==> src/design/oflow_pkg.sv <==
package oflow_pkg;

	// ----------------------------------------
	// box geometry
	// ----------------------------------------
	localparam int COORD_W = 8;                // one coordinate
	localparam int BBOX_W  = 4 * COORD_W;      // x, y, w, h packed
	localparam int X_LSB   = 0;                // x sits lowest
	localparam int Y_LSB   = X_LSB + COORD_W;
	localparam int W_LSB   = Y_LSB + COORD_W;
	localparam int H_LSB   = W_LSB + COORD_W;  // h sits highest

	// cost arithmetic
	localparam int WEIGHT_W = 4;
	localparam int COST_W   = 14;  // 4 * 255 * 15 still fits

	// track storage
	localparam int ID_W       = 8;
	localparam int MAX_BBOXES = 8;                    // records kept per frame
	localparam int IDX_W      = $clog2(MAX_BBOXES);
	localparam int CNT_W      = IDX_W + 1;            // needs to reach MAX_BBOXES
	localparam int CONF_W     = 8;                    // conflict counter

	// ----------------------------------------
	// configuration bus
	// ----------------------------------------
	localparam int CFG_ADDR_W = 3;
	localparam int CFG_DATA_W = 16;

	localparam logic [CFG_ADDR_W-1:0] CFG_WX  = 3'd0;
	localparam logic [CFG_ADDR_W-1:0] CFG_WY  = 3'd1;
	localparam logic [CFG_ADDR_W-1:0] CFG_WW  = 3'd2;
	localparam logic [CFG_ADDR_W-1:0] CFG_WH  = 3'd3;
	localparam logic [CFG_ADDR_W-1:0] CFG_THR = 3'd4;

	localparam logic [WEIGHT_W-1:0] WEIGHT_RST = 4'd1;   // equal weights out of reset
	localparam logic [COST_W-1:0]   THR_RST    = 14'd64;

	// tracker fsm encoding
	localparam int STATE_W = 2;
	localparam logic [STATE_W-1:0] S_IDLE   = 2'd0;
	localparam logic [STATE_W-1:0] S_SCAN   = 2'd1;
	localparam logic [STATE_W-1:0] S_DECIDE = 2'd2;
	localparam logic [STATE_W-1:0] S_SWAP   = 2'd3;

endpackage

==> src/design/oflow_if.sv <==
`timescale 1ns/1ps

// weights and threshold, regs -> pe
interface oflow_weight_if import oflow_pkg::*; ();
	logic [WEIGHT_W-1:0] wx;
	logic [WEIGHT_W-1:0] wy;
	logic [WEIGHT_W-1:0] ww;
	logic [WEIGHT_W-1:0] wh;
	logic [COST_W-1:0]   thr;  // match threshold

	modport cfg (output wx, wy, ww, wh, thr);
	modport pe  (input  wx, wy, ww, wh, thr);
endinterface

// frame store access
interface oflow_mem_if import oflow_pkg::*; ();
	logic [IDX_W-1:0]  rd_idx;      // prev-frame read address
	logic              wr_en;
	logic [IDX_W-1:0]  wr_idx;
	logic [BBOX_W-1:0] wr_bbox;
	logic [ID_W-1:0]   wr_id;
	logic              swap;        // frame end strobe
	logic [BBOX_W-1:0] rd_bbox;     // combinational read
	logic [ID_W-1:0]   rd_id;
	logic [CNT_W-1:0]  prev_count;  // valid records in prev bank

	modport ctrl (output rd_idx, wr_en, wr_idx, wr_bbox, wr_id, swap, input rd_id, prev_count);
	modport mem  (input rd_idx, wr_en, wr_idx, wr_bbox, wr_id, swap,
	              output rd_bbox, rd_id, prev_count);
	modport pe   (input rd_bbox);
endinterface

==> src/design/oflow_weight_regs.sv <==
`timescale 1ns/1ps

module oflow_weight_regs import oflow_pkg::*; (
	input  logic                  clk,
	input  logic                  rst_i,
	input  logic                  cfg_we_i,
	input  logic [CFG_ADDR_W-1:0] cfg_addr_i,
	input  logic [CFG_DATA_W-1:0] cfg_data_i,
	oflow_weight_if.cfg           w
);

	// ----------------------------------------
	// register file
	// ----------------------------------------
	// weights use the low nibble, threshold the low cost bits
	always_ff @(posedge clk) begin
		if (rst_i) begin
			w.wx  <= WEIGHT_RST;
			w.wy  <= WEIGHT_RST;
			w.ww  <= WEIGHT_RST;
			w.wh  <= WEIGHT_RST;
			w.thr <= THR_RST;
		end else if (cfg_we_i) begin
			case (cfg_addr_i)
				CFG_WX:  w.wx  <= cfg_data_i[WEIGHT_W-1:0];
				CFG_WY:  w.wy  <= cfg_data_i[WEIGHT_W-1:0];
				CFG_WW:  w.ww  <= cfg_data_i[WEIGHT_W-1:0];
				CFG_WH:  w.wh  <= cfg_data_i[WEIGHT_W-1:0];
				CFG_THR: w.thr <= cfg_data_i[COST_W-1:0];
				default: begin
					// unmapped address, write dropped
				end
			endcase
		end
	end

endmodule

==> src/design/oflow_frame_mem.sv <==
`timescale 1ns/1ps

module oflow_frame_mem import oflow_pkg::*; (
	input logic      clk,
	input logic      rst_i,
	oflow_mem_if.mem m
);

	// ----------------------------------------
	// storage
	// ----------------------------------------
	logic [BBOX_W-1:0] bbox_q [2][MAX_BBOXES];  // box per bank and slot
	logic [ID_W-1:0]   id_q   [2][MAX_BBOXES];  // track id per bank and slot

	logic             cur_bank;      // bank being filled this frame
	logic [CNT_W-1:0] count;         // records written this frame
	logic [CNT_W-1:0] prev_count_q;  // records left by last frame

	// record write into the current bank
	always_ff @(posedge clk) begin
		if (m.wr_en) begin
			bbox_q[cur_bank][m.wr_idx] <= m.wr_bbox;
			id_q[cur_bank][m.wr_idx]   <= m.wr_id;
		end
	end

	// ----------------------------------------
	// bank select and counts
	// ----------------------------------------
	always_ff @(posedge clk) begin
		if (rst_i) begin
			cur_bank     <= 1'b0;
			count        <= '0;
			prev_count_q <= '0;  // nothing to match on the first frame
		end else if (m.swap) begin
			cur_bank     <= ~cur_bank;  // current frame becomes previous
			prev_count_q <= count;
			count        <= '0;
		end else if (m.wr_en && (count != CNT_W'(MAX_BBOXES))) begin
			count <= count + 1'b1;  // saturates at a full bank
		end
	end

	// reads always come from the previous bank
	assign m.rd_bbox    = bbox_q[~cur_bank][m.rd_idx];
	assign m.rd_id      = id_q[~cur_bank][m.rd_idx];
	assign m.prev_count = prev_count_q;

endmodule

==> src/design/oflow_match_pe.sv <==
`timescale 1ns/1ps

module oflow_match_pe import oflow_pkg::*; (
	input  logic              clk,
	input  logic              rst_i,
	input  logic              scan_start_i,  // clears best at the edge
	input  logic              scan_step_i,   // one prev box per cycle
	input  logic [IDX_W-1:0]  scan_idx_i,
	input  logic [BBOX_W-1:0] new_bbox_i,
	oflow_weight_if.pe        w,
	oflow_mem_if.pe           m,
	output logic [IDX_W-1:0]  best_idx_o,
	output logic              hit_o
);

	function automatic logic [COORD_W-1:0] abs_diff(input logic [COORD_W-1:0] a,
	                                                input logic [COORD_W-1:0] b);
		return (a > b) ? (a - b) : (b - a);
	endfunction

	// ----------------------------------------
	// cost of new box vs current prev box
	// ----------------------------------------
	logic [COORD_W-1:0] dx;
	logic [COORD_W-1:0] dy;
	logic [COORD_W-1:0] dw;
	logic [COORD_W-1:0] dh;
	logic [COST_W-1:0]  cost;
	logic [COST_W-1:0]  best_cost;
	logic               best_valid;  // at least one step seen

	assign dx = abs_diff(new_bbox_i[X_LSB +: COORD_W], m.rd_bbox[X_LSB +: COORD_W]);
	assign dy = abs_diff(new_bbox_i[Y_LSB +: COORD_W], m.rd_bbox[Y_LSB +: COORD_W]);
	assign dw = abs_diff(new_bbox_i[W_LSB +: COORD_W], m.rd_bbox[W_LSB +: COORD_W]);
	assign dh = abs_diff(new_bbox_i[H_LSB +: COORD_W], m.rd_bbox[H_LSB +: COORD_W]);

	// max term 255*15, four of them stay below 2^14
	assign cost = COST_W'(dx) * COST_W'(w.wx)
	            + COST_W'(dy) * COST_W'(w.wy)
	            + COST_W'(dw) * COST_W'(w.ww)
	            + COST_W'(dh) * COST_W'(w.wh);

	// ----------------------------------------
	// running minimum
	// ----------------------------------------
	always_ff @(posedge clk) begin
		if (rst_i)
			best_valid <= 1'b0;
		else if (scan_start_i)
			best_valid <= 1'b0;
		else if (scan_step_i)
			best_valid <= 1'b1;
	end

	// strictly lower only, so ties keep the lowest index
	always_ff @(posedge clk) begin
		if (scan_step_i && (!best_valid || (cost < best_cost))) begin
			best_cost  <= cost;
			best_idx_o <= scan_idx_i;
		end
	end

	assign hit_o = best_valid && (best_cost <= w.thr);  // inclusive threshold

endmodule

==> src/design/oflow_track_ctrl.sv <==
`timescale 1ns/1ps

module oflow_track_ctrl import oflow_pkg::*; (
	input  logic              clk,
	input  logic              rst_i,
	input  logic              bbox_valid_i,
	input  logic [BBOX_W-1:0] bbox_i,
	input  logic              frame_end_i,
	oflow_mem_if.ctrl         m,
	input  logic [IDX_W-1:0]  best_idx_i,
	input  logic              hit_i,
	output logic              scan_start_o,
	output logic              scan_step_o,
	output logic [IDX_W-1:0]  scan_idx_o,
	output logic [BBOX_W-1:0] new_bbox_o,
	output logic              ready_o,
	output logic              id_valid_o,
	output logic [ID_W-1:0]   id_o,
	output logic              frame_done_o,
	output logic [CONF_W-1:0] conflict_cnt_o
);

	logic [STATE_W-1:0]    state;
	logic [IDX_W-1:0]      scan_idx;
	logic [MAX_BBOXES-1:0] claim;     // prev entries already reused
	logic [ID_W-1:0]       next_id;   // next fresh id
	logic [CNT_W-1:0]      cur_cnt;   // boxes stored this frame
	logic [CONF_W-1:0]     conf_cnt;
	logic                  accept_box;
	logic                  accept_end;
	logic                  last_step;
	logic                  reuse;
	logic                  conflict;

	// ----------------------------------------
	// decode
	// ----------------------------------------
	assign ready_o    = (state == S_IDLE);
	assign accept_end = ready_o && frame_end_i;                   // frame end wins
	assign accept_box = ready_o && bbox_valid_i && !frame_end_i;
	assign last_step  = ((CNT_W'(scan_idx) + CNT_W'(1)) == m.prev_count);
	assign reuse      = hit_i && !claim[best_idx_i];
	assign conflict   = hit_i && claim[best_idx_i];  // no second-best fallback

	assign scan_start_o   = accept_box;
	assign scan_step_o    = (state == S_SCAN);
	assign scan_idx_o     = scan_idx;
	assign id_valid_o     = (state == S_DECIDE);
	assign frame_done_o   = (state == S_SWAP);
	assign id_o           = reuse ? m.rd_id : next_id;
	assign conflict_cnt_o = conf_cnt;

	// decide reads the winner's id, scan walks the bank
	assign m.rd_idx  = (state == S_DECIDE) ? best_idx_i : scan_idx;
	assign m.wr_en   = id_valid_o && (cur_cnt < CNT_W'(MAX_BBOXES));  // ninth box on not stored
	assign m.wr_idx  = cur_cnt[IDX_W-1:0];
	assign m.wr_bbox = new_bbox_o;
	assign m.wr_id   = id_o;
	assign m.swap    = frame_done_o;

	// box under test, held for scan and write
	always_ff @(posedge clk) begin
		if (accept_box)
			new_bbox_o <= bbox_i;
	end

	// ----------------------------------------
	// fsm and counters
	// ----------------------------------------
	always_ff @(posedge clk) begin
		if (rst_i) begin
			state    <= S_IDLE;
			scan_idx <= '0;
			claim    <= '0;
			next_id  <= ID_W'(1);  // id 0 never issued
			cur_cnt  <= '0;
			conf_cnt <= '0;
		end else begin
			case (state)
				S_IDLE: begin
					if (accept_end) begin
						state <= S_SWAP;
					end else if (accept_box) begin
						scan_idx <= '0;
						state    <= (m.prev_count == '0) ? S_DECIDE : S_SCAN;  // empty prev frame
					end
				end
				S_SCAN: begin
					scan_idx <= scan_idx + 1'b1;
					if (last_step)
						state <= S_DECIDE;
				end
				S_DECIDE: begin
					if (reuse)
						claim[best_idx_i] <= 1'b1;
					else
						next_id <= (next_id == '1) ? ID_W'(1) : next_id + 1'b1;  // 255 wraps to 1
					if (conflict && (conf_cnt != '1))
						conf_cnt <= conf_cnt + 1'b1;  // saturating
					if (m.wr_en)
						cur_cnt <= cur_cnt + 1'b1;
					state <= S_IDLE;
				end
				default: begin
					// swap cycle, new frame starts clean
					claim   <= '0;
					cur_cnt <= '0;
					state   <= S_IDLE;
				end
			endcase
		end
	end

endmodule

==> src/design/oflow_core.sv <==
`timescale 1ns/1ps

module oflow_core import oflow_pkg::*; (
	input  logic                  clk,
	input  logic                  rst_i,
	// configuration
	input  logic                  cfg_we_i,
	input  logic [CFG_ADDR_W-1:0] cfg_addr_i,
	input  logic [CFG_DATA_W-1:0] cfg_data_i,
	// box stream
	input  logic                  bbox_valid_i,
	input  logic [BBOX_W-1:0]     bbox_i,
	input  logic                  frame_end_i,
	output logic                  ready_o,
	// results
	output logic                  id_valid_o,
	output logic [ID_W-1:0]       id_o,
	output logic                  frame_done_o,
	output logic [CONF_W-1:0]     conflict_cnt_o
);

	// ----------------------------------------
	// internal links
	// ----------------------------------------
	logic              scan_start;
	logic              scan_step;
	logic [IDX_W-1:0]  scan_idx;
	logic [BBOX_W-1:0] new_bbox;
	logic [IDX_W-1:0]  best_idx;
	logic              hit;

	oflow_weight_if weight_if ();
	oflow_mem_if    mem_if ();

	// ----------------------------------------
	// instances
	// ----------------------------------------
	oflow_weight_regs oflow_weight_regs (
		.clk        (clk),
		.rst_i      (rst_i),
		.cfg_we_i   (cfg_we_i),
		.cfg_addr_i (cfg_addr_i),
		.cfg_data_i (cfg_data_i),
		.w          (weight_if.cfg)
	);

	oflow_frame_mem oflow_frame_mem (
		.clk   (clk),
		.rst_i (rst_i),
		.m     (mem_if.mem)
	);

	oflow_match_pe oflow_match_pe (
		.clk          (clk),
		.rst_i        (rst_i),
		.scan_start_i (scan_start),
		.scan_step_i  (scan_step),
		.scan_idx_i   (scan_idx),
		.new_bbox_i   (new_bbox),
		.w            (weight_if.pe),
		.m            (mem_if.pe),
		.best_idx_o   (best_idx),
		.hit_o        (hit)
	);

	oflow_track_ctrl oflow_track_ctrl (
		.clk            (clk),
		.rst_i          (rst_i),
		.bbox_valid_i   (bbox_valid_i),
		.bbox_i         (bbox_i),
		.frame_end_i    (frame_end_i),
		.m              (mem_if.ctrl),
		.best_idx_i     (best_idx),
		.hit_i          (hit),
		.scan_start_o   (scan_start),
		.scan_step_o    (scan_step),
		.scan_idx_o     (scan_idx),
		.new_bbox_o     (new_bbox),
		.ready_o        (ready_o),
		.id_valid_o     (id_valid_o),
		.id_o           (id_o),
		.frame_done_o   (frame_done_o),
		.conflict_cnt_o (conflict_cnt_o)
	);

endmodule

==> config.mk <==
export PLATFORM = sky130hd
export DESIGN_NAME = oflow_core
export DESIGN_NICKNAME = d
export VERILOG_FILES = /design/src/design/oflow_pkg.sv /design/src/design/oflow_if.sv /design/src/design/oflow_weight_regs.sv /design/src/design/oflow_frame_mem.sv /design/src/design/oflow_match_pe.sv /design/src/design/oflow_track_ctrl.sv /design/src/design/oflow_core.sv
export SDC_FILE = /design/constraint.sdc
export NUM_CORES = 1
export LEC_CHECK = 0
export BUFFER_PORTS_ARGS = -buffer_cell sky130_fd_sc_hd__buf_4
export CAP_MARGIN = 20
export CORE_MARGIN = 2
export CORE_UTILIZATION = 50
export CTS_BUF_LIST = sky130_fd_sc_hd__clkbuf_16
export DETAILED_ROUTE_END_ITERATION = 6
export GPL_ROUTABILITY_DRIVEN = 0
export GPL_TIMING_DRIVEN = 1
export PLACE_DENSITY = 0.66
export REMOVE_ABC_BUFFERS = 1
export SYNTH_ARGS = -nofsm -noshare
export SYNTH_HDL_FRONTEND = slang
export SYNTH_SLANG_ARGS = --single-unit
==> constraint.sdc <==
create_clock -name clk -period 17.5 [get_ports clk]
set_input_delay 1.75 -clock clk [delete_from_list [all_inputs] [get_ports clk]]
set_output_delay 1.75 -clock clk [all_outputs]
set_load 0.1 [all_outputs]
==> summary.md, run 1 <==
| Metric | Value |
|---|---|
| Result of the run | finished, violations left |
| Violations in the final reports | design-rule violations |
| Portion of the post-synthesis area used by sequential elements | 58.50% |
| Highest-count cells in the layout ignoring fill and taps | edfxtp_1, inv_1, mux2i_1 |
| Length of the first detailed-routing pass in iterations | 7 |
| Number of global-route vias before repair | 22.23k |
| Total power per unit cell area | 202.0 mW/mm^2 |
| Boundary pin count | 75 |
| Area taken by flip-flops and latches | 0.02216 mm^2 |
| Per-instance average area after synthesis | 14.98 um^2 |
| Number of H-tree levels | 3 |
| Cell accounting for the most synthesized area | edfxtp_1 |
| R2R setup slack | 3.49 ns |
| Kind of start point of the critical path | register |
| Proportion of layout cells with a drive suffix above 1 | 17.48% |
| Portion of total power attributed to combinational logic | 52.9% |
| Fin nets | 2931 |
| Wire length of the first global-routing pass | 129.9 mm |
| WL final | 85.34 mm |
| Maximum clock insertion buffer count | 3 |
| Final hold slack | 0.4628 ns |
| Relative contribution of sequential cells to total power | 26.0% |
| Yosys top cell area share | 54.64% |
| Detailed-route via count | 21.62k |
| Warning count from the yosys run | 0 |
| Setup Skew | 0.03850 ns |
| Kind of capture point of the worst setup path | register |
| DRC violations left | 2 |
| Predominant post-synthesis flop cell | edfxtp_1 |
| Max capacitance violation total | 0 |
| Max-slew headroom | 30.55% |
| Most used cell along the critical path | fa_1 |
| Hold-fix buffer count after cts | 0 |
| Terminus of the critical flop-to-flop path | oflow_match_pe.best_cost[0]$_DFFE_PP_ |
| Endpoint with the worst hold slack | oflow_track_ctrl.claim[3]$_SDFFE_PP0P_ |
| Arrival time of the worst setup path | 14.25 ns |
| Pins Over Slew Limit | 0 |
| Total grt overflow | 0 |
| Number of enable flip-flop cells after synthesis | 689 |
| Fill cell count | 5762 |
| Main area contributors after synthesis | edfxtp_1, mux4_2, fa_1, ha_1, mux2i_1 |
| Wire per inst | 23.29 um |
| Worst-path cell with the longest stage delay | a41oi_2 |
| Proportion of total power due to net switching | 39.25% |
| Synth unique cells | 88 |
| Mapped Cells | 2527 |
| Floorplan die height | 279.2 um |
| Post-route core utilization | 56.70% |
| Clock input transition at the sequential cells of the worst setup and hold paths | 0.06 ns |
| Die footprint | 0.07794 mm^2 |
| Chip Width | 279.2 um |
| Proportion of register bits with asynchronous set or reset after synthesis | 0% |
| Sum Neg Setup Slack | 0 ns |
| Maximum operating frequency | 71.38 MHz |
| Switching pwr | 3.359 mW |
| Total power of the final layout | 8.557 mW |
| Number of antenna violations at the first check in global routing | 0 |
| Post-synthesis instance area | 0.03786 mm^2 |
| CTS tree | yes |
| Crit-path max cell delay | 0.81 ns |
| Final worst-path cycle share | 80.05% |
| First DRT Iteration DRCs | 1812 |
| Placeable core region | 0.07470 mm^2 |
| Unrepaired setup endpoints after global routing | no |
| Part of the total power dissipated in the clock network | 21.0% |
| Final hold violation count | 0 |
| Count of clock tree sinks | 762 |
| Area of the multi-input gates | 0.01437 mm^2 |
| Cell count of the worst reg-to-reg path | 42 |
| CP required | 17.74 ns |
| Setup Buffers After CTS | 0 |
| Final Critical Period | 14.01 ns |
| Resized Gates After CTS | 0 |
| Total GRT Usage | 22.02% |
| Area growth syn-to-layout | 11.85% |
| Largest net degree at the start of global routing | 88 |
| Startpoint of the worst hold path | oflow_track_ctrl.claim[3]$_SDFFE_PP0P_ |
| Maximum vdd ir drop | 651.3 uV |
| Count of input and output buffers | 72 |
| Detailed-placement wirelength estimate | 51.72 mm |
| Leakage power summed over all cells | 15.78 nW |
| Initial core utilization | 50.69% |
| Number of buffers inserted during clock tree synthesis | 83 |
| Hold path depth | 1 |
| Synthesized flop and latch total | 762 |
| Antenna-violating nets left | 0 |
| Total number of placement rows | 100 |
| Largest fanout of any net on the critical path | 48 |
| Setup-failing EPs final | 0 |
| Clk Latency, worst-skew pair | 0.65 ns |
| Power Internal | 5.198 mW |
| Reg-to-reg critical path startpoint | oflow_track_ctrl.state[0]$_SDFFE_PP0P_ |
| Kind of critical path | reg -> reg |
| Buffer cell driving the clock tree root | clkbuf_16 |
| Worst-margin pin slew | 1.039 ns |
| Commonest non-fill, non-tap cell in the layout | edfxtp_1 |
| Classification of the worst-slack hold path | reg -> reg |
| Number of vias per cell after detailed routing | 5.901 |
==> registers in the layout, summed over array words and instances, names as in the netlist, 8 cells and up <==
register                         count
oflow_track_ctrl.conflict_cnt_o      8
oflow_frame_mem.id_q               128
oflow_track_ctrl.m.wr_bbox          32
oflow_frame_mem.bbox_q             512
oflow_match_pe.best_cost            14
oflow_track_ctrl.claim               8
oflow_track_ctrl.next_id             8
oflow_weight_regs.w.thr             14
==> cells in the mapped netlist, types with 24 or more instances <==
library cell    n
mux2_2         28
mux4_2        134
ha_1          146
clkbuf_1       30
dfxtp_1        73
o21ai_0        58
nor3_1         31
nand2b_1       37
fa_1          103
buf_2          43
nor2_1         74
edfxtp_1      689
o22ai_1        24
mux2i_1       176
inv_1         229
nand2_1       155
a21oi_1        64
and2_1         51
nor2b_1        39
==> cells by family after synthesis <==
logic type	after synthesis	synth area share, %
XOR/XNOR	38	0.8790
buffers and inverters	335	3.850
AND/OR/NAND/NOR	489	6.764
AO/OA/AOI/OAI	305	5.691
multiplexers	349	14.04
adder cells (fa/ha/maj)	249	10.27
flip-flops	762	58.50
==> area by class of cell <==
class                           instances  share of cell area, %
Antenna cell                            1               0.005909
Clock buffer                           84                  4.963
Clock inverter                         69                  1.758
Inverter                              234                  2.092
Multi-Input combinational cell       1430                  33.94
Sequential cell                       762                  52.31
Tap cell                              969                  2.863
Timing Repair Buffer                  115                  2.068
==> through the flow <==
| step | worst slack (ns) | area [um^2] | instances |
|---|---|---|---|
| after global routing | 2.673 | 42350 | 3663 |
| after floorplan | 0.7502 | 37290 | 2426 |
| after detailed placement | 3.520 | 39480 | 3507 |
| after global placement | 3.698 | 39480 | 3507 |
| after CTS | 3.440 | 42330 | 3660 |
| final | 3.490 | 42350 | 3664 |
==> metal layers <==
metal | up-vias | wire length (um) | part of all wire [%] | GRT usage, %
met5 | - | 0 | 0 | 0
met4 | 0 | 2086 | 2.4 | 6.493
met3 | 154 | 5230 | 6.1 | 3.991
met2 | 643 | 40890 | 48 | 35.95
met1 | 11171 | 37140 | 44 | 30.33
li1 | 9652 | - | - | -
==> critical path: cells and delay by family, from the launching register on <==
| family | cells | cell delay (ns) |
|---|---|---|
| AOI/OAI and AO/OA | 13 | 3.78 |
| xor gates and xnor gates | 2 | 0.48 |
| and+or+nand+nor | 3 | 0.58 |
| muxes | 5 | 1.59 |
| adders and majority gates | 12 | 5.63 |
| buffers and inverters | 7 | 0.95 |
| DFF | 1 | 0.51 |
==> power groups by stage <==
stage          Clock (mW)  Combinational, mW  Sequential (mW)
6_report             1.80               4.53             2.23
5_1_grt              1.90               5.15             2.23
4_1_cts              1.83               4.54             2.23
3_5_place_dp            0               4.50             2.27
3_3_place_gp            0               4.37             2.26
2_1_floorplan           0               3.45             2.26
==> worst max-delay path by stage <==
| stage | startpoint | end | slack (ns) |
|---|---|---|---|
| floorplan | oflow_frame_mem.cur_bank$_SDFFE_PP0P_ | oflow_match_pe.best_cost[0]$_DFFE_PP_ | 0.75 |
| global placement | oflow_track_ctrl.state[0]$_SDFFE_PP0P_ | oflow_match_pe.best_idx_o[2]$_DFFE_PP_ | 3.70 |
| global route | oflow_track_ctrl.state[0]$_SDFFE_PP0P_ | oflow_match_pe.best_cost[2]$_DFFE_PP_ | 2.67 |
| finish | oflow_track_ctrl.state[0]$_SDFFE_PP0P_ | oflow_match_pe.best_cost[0]$_DFFE_PP_ | 3.49 |
| detailed placement | oflow_track_ctrl.state[0]$_SDFFE_PP0P_ | oflow_match_pe.best_idx_o[2]$_DFFE_PP_ | 3.52 |
| CTS | oflow_track_ctrl.state[0]$_SDFFE_PP0P_ | oflow_match_pe.best_cost[0]$_DFFE_PP_ | 3.44 |
(Power assumes the default switching activity.)
==> run 2, diff against run 1 <==
- ABC_AREA: unset -> 1
- PLACE_DENSITY: 0.66 -> 0.68
- clock period: 17.5 -> 11.97 ns (I/O delays scaled with it)
==> run 2 against run 1 <==
  * The flow now finishes without violations
  * Synthesized cell count rose by 45%
  * Critical endpoint is now oflow_match_pe.best_cost[13]$_DFFE_PP_
  * Flip-flop and latch count did not move
  * Non-clock buffer count rose by 60
  * Sequential share of layout area fell by 0.74 points
  * Die area barely moved
  * Largest cell class unchanged
  * Critical path depth rose by 5
  * Global-route usage rose by 2.0 points
  * First-iteration DRC count rose by 28%
==> summary.md, run 2 <==
| Metric | Value |
|---|---|
| Final hold violation count | 0 (unchanged) |
| Total GRT Usage | 24.01% (+2.0 points) |
| Setup Skew | 0.01620 ns (-0.02230 ns) |
| Highest metal layer used by the detailed router | met4 |
| Proportion of layout cells with a drive suffix above 1 | 10.42% (-7.1 points) |
| Portion of the post-synthesis area used by sequential elements | 58.51% (about the same) |
| Detailed-placement wirelength estimate | 54.14 mm (+4.7%) |
| Floorplan die height | 279.2 um (about the same) |
| Maximum operating frequency | 88.03 MHz (+23%) |
| Max capacitance violation total | 0 (unchanged) |
| Clock input transition at the sequential cells of the worst setup and hold paths | 0.06 ns (about the same) |
| Number of antenna violations at the first check in global routing | 1 (+1) |
| Main area contributors after synthesis | edfxtp_1, nand2_1, nand3_1, fa_1, ha_1 |
| Max-slew headroom | 27.23% (-3.3 points) |
| Boundary pin count | 75 (unchanged) |
| Number of enable flip-flop cells after synthesis | 689 (unchanged) |
| Met3 WL | 6.756 mm (+29%) |
| Count of input and output buffers | 72 (unchanged) |
| Clk Latency, worst-skew pair | 0.65 ns (about the same) |
| Synthesized flop and latch total | 762 (unchanged) |
| Antenna-violating nets left | 0 (unchanged) |
| Initial core utilization | 50.69% (about the same) |
| Cell accounting for the most synthesized area | edfxtp_1 |
| Filler-free cell count of the finished design | 4818 (+31%) |
| First DRT Iteration DRCs | 2319 (+28%) |
| Largest register FFs | 512 (unchanged) |
| DRC violations left | 0 (-2) |
| Result of the run | completed |
| Number of vias per cell after detailed routing | 5.485 (-7.0%) |
| Die footprint | 0.07794 mm^2 (about the same) |
| Classification of the worst-slack hold path | reg -> reg |
| Maximum clock insertion buffer count | 3 (unchanged) |
| Yosys top cell area share | 54.65% (about the same) |
| Worst-path cell with the longest stage delay | dfxtp_4 |
| Count of clock tree sinks | 762 (unchanged) |
| Ant diodes | 0 (-1) |
| Detailed-route via count | 26.43k (+22%) |
| Largest fanout of any net on the critical path | 25 (-48%) |
| Crit-path max cell delay | 0.58 ns (-0.23 ns) |
| WL final | 93.63 mm (+9.7%) |
| Worst-margin pin slew | 1.092 ns (+0.05229 ns) |
| Leading cell types by count after synthesis | nand2_1, edfxtp_1, nand3_1, inv_1, nor2_1 |
| Proportion of register bits with asynchronous set or reset after synthesis | 0% (unchanged) |
| Commonest non-fill, non-tap cell in the layout | nand2_1 |
| Total number of placement rows | 100 (unchanged) |
| Number of cells after detailed placement | 4659 (+33%) |
| Arrival time of the worst setup path | 11.71 ns (-2.54 ns) |
| Length of the first detailed-routing pass in iterations | 6 (-1) |
| Highest-count cells in the layout ignoring fill and taps | nand2_1, edfxtp_1, nand3_1 |
| Leading cell type by number of instances after synthesis | nand2_1 |
| Per-instance average area after synthesis | 10.31 um^2 (-31%) |
| Setup-failing EPs final | 0 (unchanged) |
| Buffer cell driving the clock tree root | clkbuf_16 |
| Mapped Cells | 3673 (+45%) |
| Final hold slack | 0.4583 ns (-0.004531 ns) |
| Met1 wire length | 38.65 mm (+4.1%) |
| Synth unique cells | 43 (-51%) |
| Placeable core region | 0.07470 mm^2 (unchanged) |
| Wire length of the first global-routing pass | 143.3 mm (+10%) |
| Predominant post-synthesis flop cell | edfxtp_1 |
| Kind of capture point of the worst setup path | register |
| Register containing the most flip-flops in the final layout | oflow_frame_mem.bbox_q |
| Kind of critical path | reg -> reg |
| Kind of start point of the critical path | register |
| Post-synthesis instance area | 0.03786 mm^2 (about the same) |
| Largest net degree at the start of global routing | 89 (+1.1%) |
| Sum Neg Setup Slack | 0 ns (unchanged) |
| Final Critical Period | 11.36 ns (-2.650 ns) |
| Pins Over Slew Limit | 0 (unchanged) |
| CP required | 12.32 ns (-5.42 ns) |
| Final worst-path cycle share | 94.90% (+15 points) |
| Number of global-route vias before repair | 25.38k (+14%) |
| Area growth syn-to-layout | 13.46% |
| Warning count from the yosys run | 0 (unchanged) |
| Wire per inst | 19.43 um (-17%) |
| Chip Width | 279.2 um (about the same) |
| Total length of routed met2 wires | 44.90 mm (+9.8%) |
| Number of H-tree levels | 3 (unchanged) |
| Fin nets | 4086 (+39%) |
| Number of buffers inserted during clock tree synthesis | 81 (-2.4%) |
| CTS tree | yes |
| Total grt overflow | 0 (unchanged) |
## run 2: cell types whose count changed in the layout (fill, tap and decap cells not counted), moves of 30 or more
cell,change
nand2b_1,-37
inv_1,+112
a21oi_1,+63
nand2_1,+792
buf_4,+46
nor2_1,+142
nand3_1,+469
xor2_1,+33
mux4_2,-134
and2_1,-51
nor2b_1,-39
mux2i_1,-172
o21ai_1,+36
o21ai_0,+30
## run 2: cell families (layout without fill, tap and decap cells)
kind of cell / after synthesis / in the layout / share of synthesized area [%]
fa+ha+maj: 249 / 249 / 10.27
simple gates: 1722 / 1722 / 19.10
compound gates: 340 / 340 / 5.063
mux: 5 / 5 / 0.1322
flops: 762 / 762 / 58.51
xor+xnor: 67 / 67 / 1.550
buf+inv: 528 / 704 / 5.380
## run 2: final cells by class
| type | count | area [um^2] |
|---|---|---|
| clock inverters | 67 | 619.3 |
| inverters | 378 | 1434 |
| well taps | 969 | 1212 |
| clock buffers | 84 | 2102 |
| fillers | 6131 | 31740 |
| multi-input cells | 2383 | 13940 |
| repair buffers | 175 | 1496 |
| flip-flops and latches | 762 | 22160 |
## run 2: metrics by stage
stage               instance area, um^2  setup slack [ns]  utilization (%)
finish                            42960            0.6102            57.51
global route                      42960          -0.07582            57.51
CTS                               42710            0.3399            57.17
detailed placement                39980            0.3784            53.53
global placement                  39980            0.4794            53.53
floorplan                         37240            -13.12                -
## run 2: repair_timing
item                       CTS  global route
setup endpoints to repair    0            17
resized for setup            0            40
buffers inserted             0             5
hold buffers                 0             0
## run 2: worst paths after layout
path	start	endpoint	slack, ns	cells after the start
setup / recovery	oflow_frame_mem.cur_bank$_SDFFE_PP0P_	oflow_match_pe.best_cost[13]$_DFFE_PP_	0.61	47
hold / removal	oflow_weight_regs.w.thr[2]$_SDFFE_PP0P_	oflow_weight_regs.w.thr[2]$_SDFFE_PP0P_	0.46	2
setup reg to reg	oflow_frame_mem.cur_bank$_SDFFE_PP0P_	oflow_match_pe.best_cost[13]$_DFFE_PP_	0.61	47
hold reg to reg	oflow_weight_regs.w.thr[2]$_SDFFE_PP0P_	oflow_weight_regs.w.thr[2]$_SDFFE_PP0P_	0.46	2
## run 2: critical path: cells and delay by family (launching register included)
kind                     cells  cell delay (ns)
multiplexers                 1             0.29
XOR/XNOR                     2             0.36
AO/OA/AOI/OAI               12             1.99
flip-flops                   1             0.58
adder cells (fa/ha/maj)     13             5.86
buffers and inverters       12             1.17
AND/OR/NAND/NOR              7             0.80
## run 2: metal layers
metal,track usage [%],up-vias
met5,0,-
met1,32.13,12633
met3,3.297,196
li1,-,12636
met2,40.24,963
met4,8.464,0
Power of run 2 is left out: the tool's default activity adds up to more than one toggle a clock period on the data nets, which glitch-free logic cannot reach.
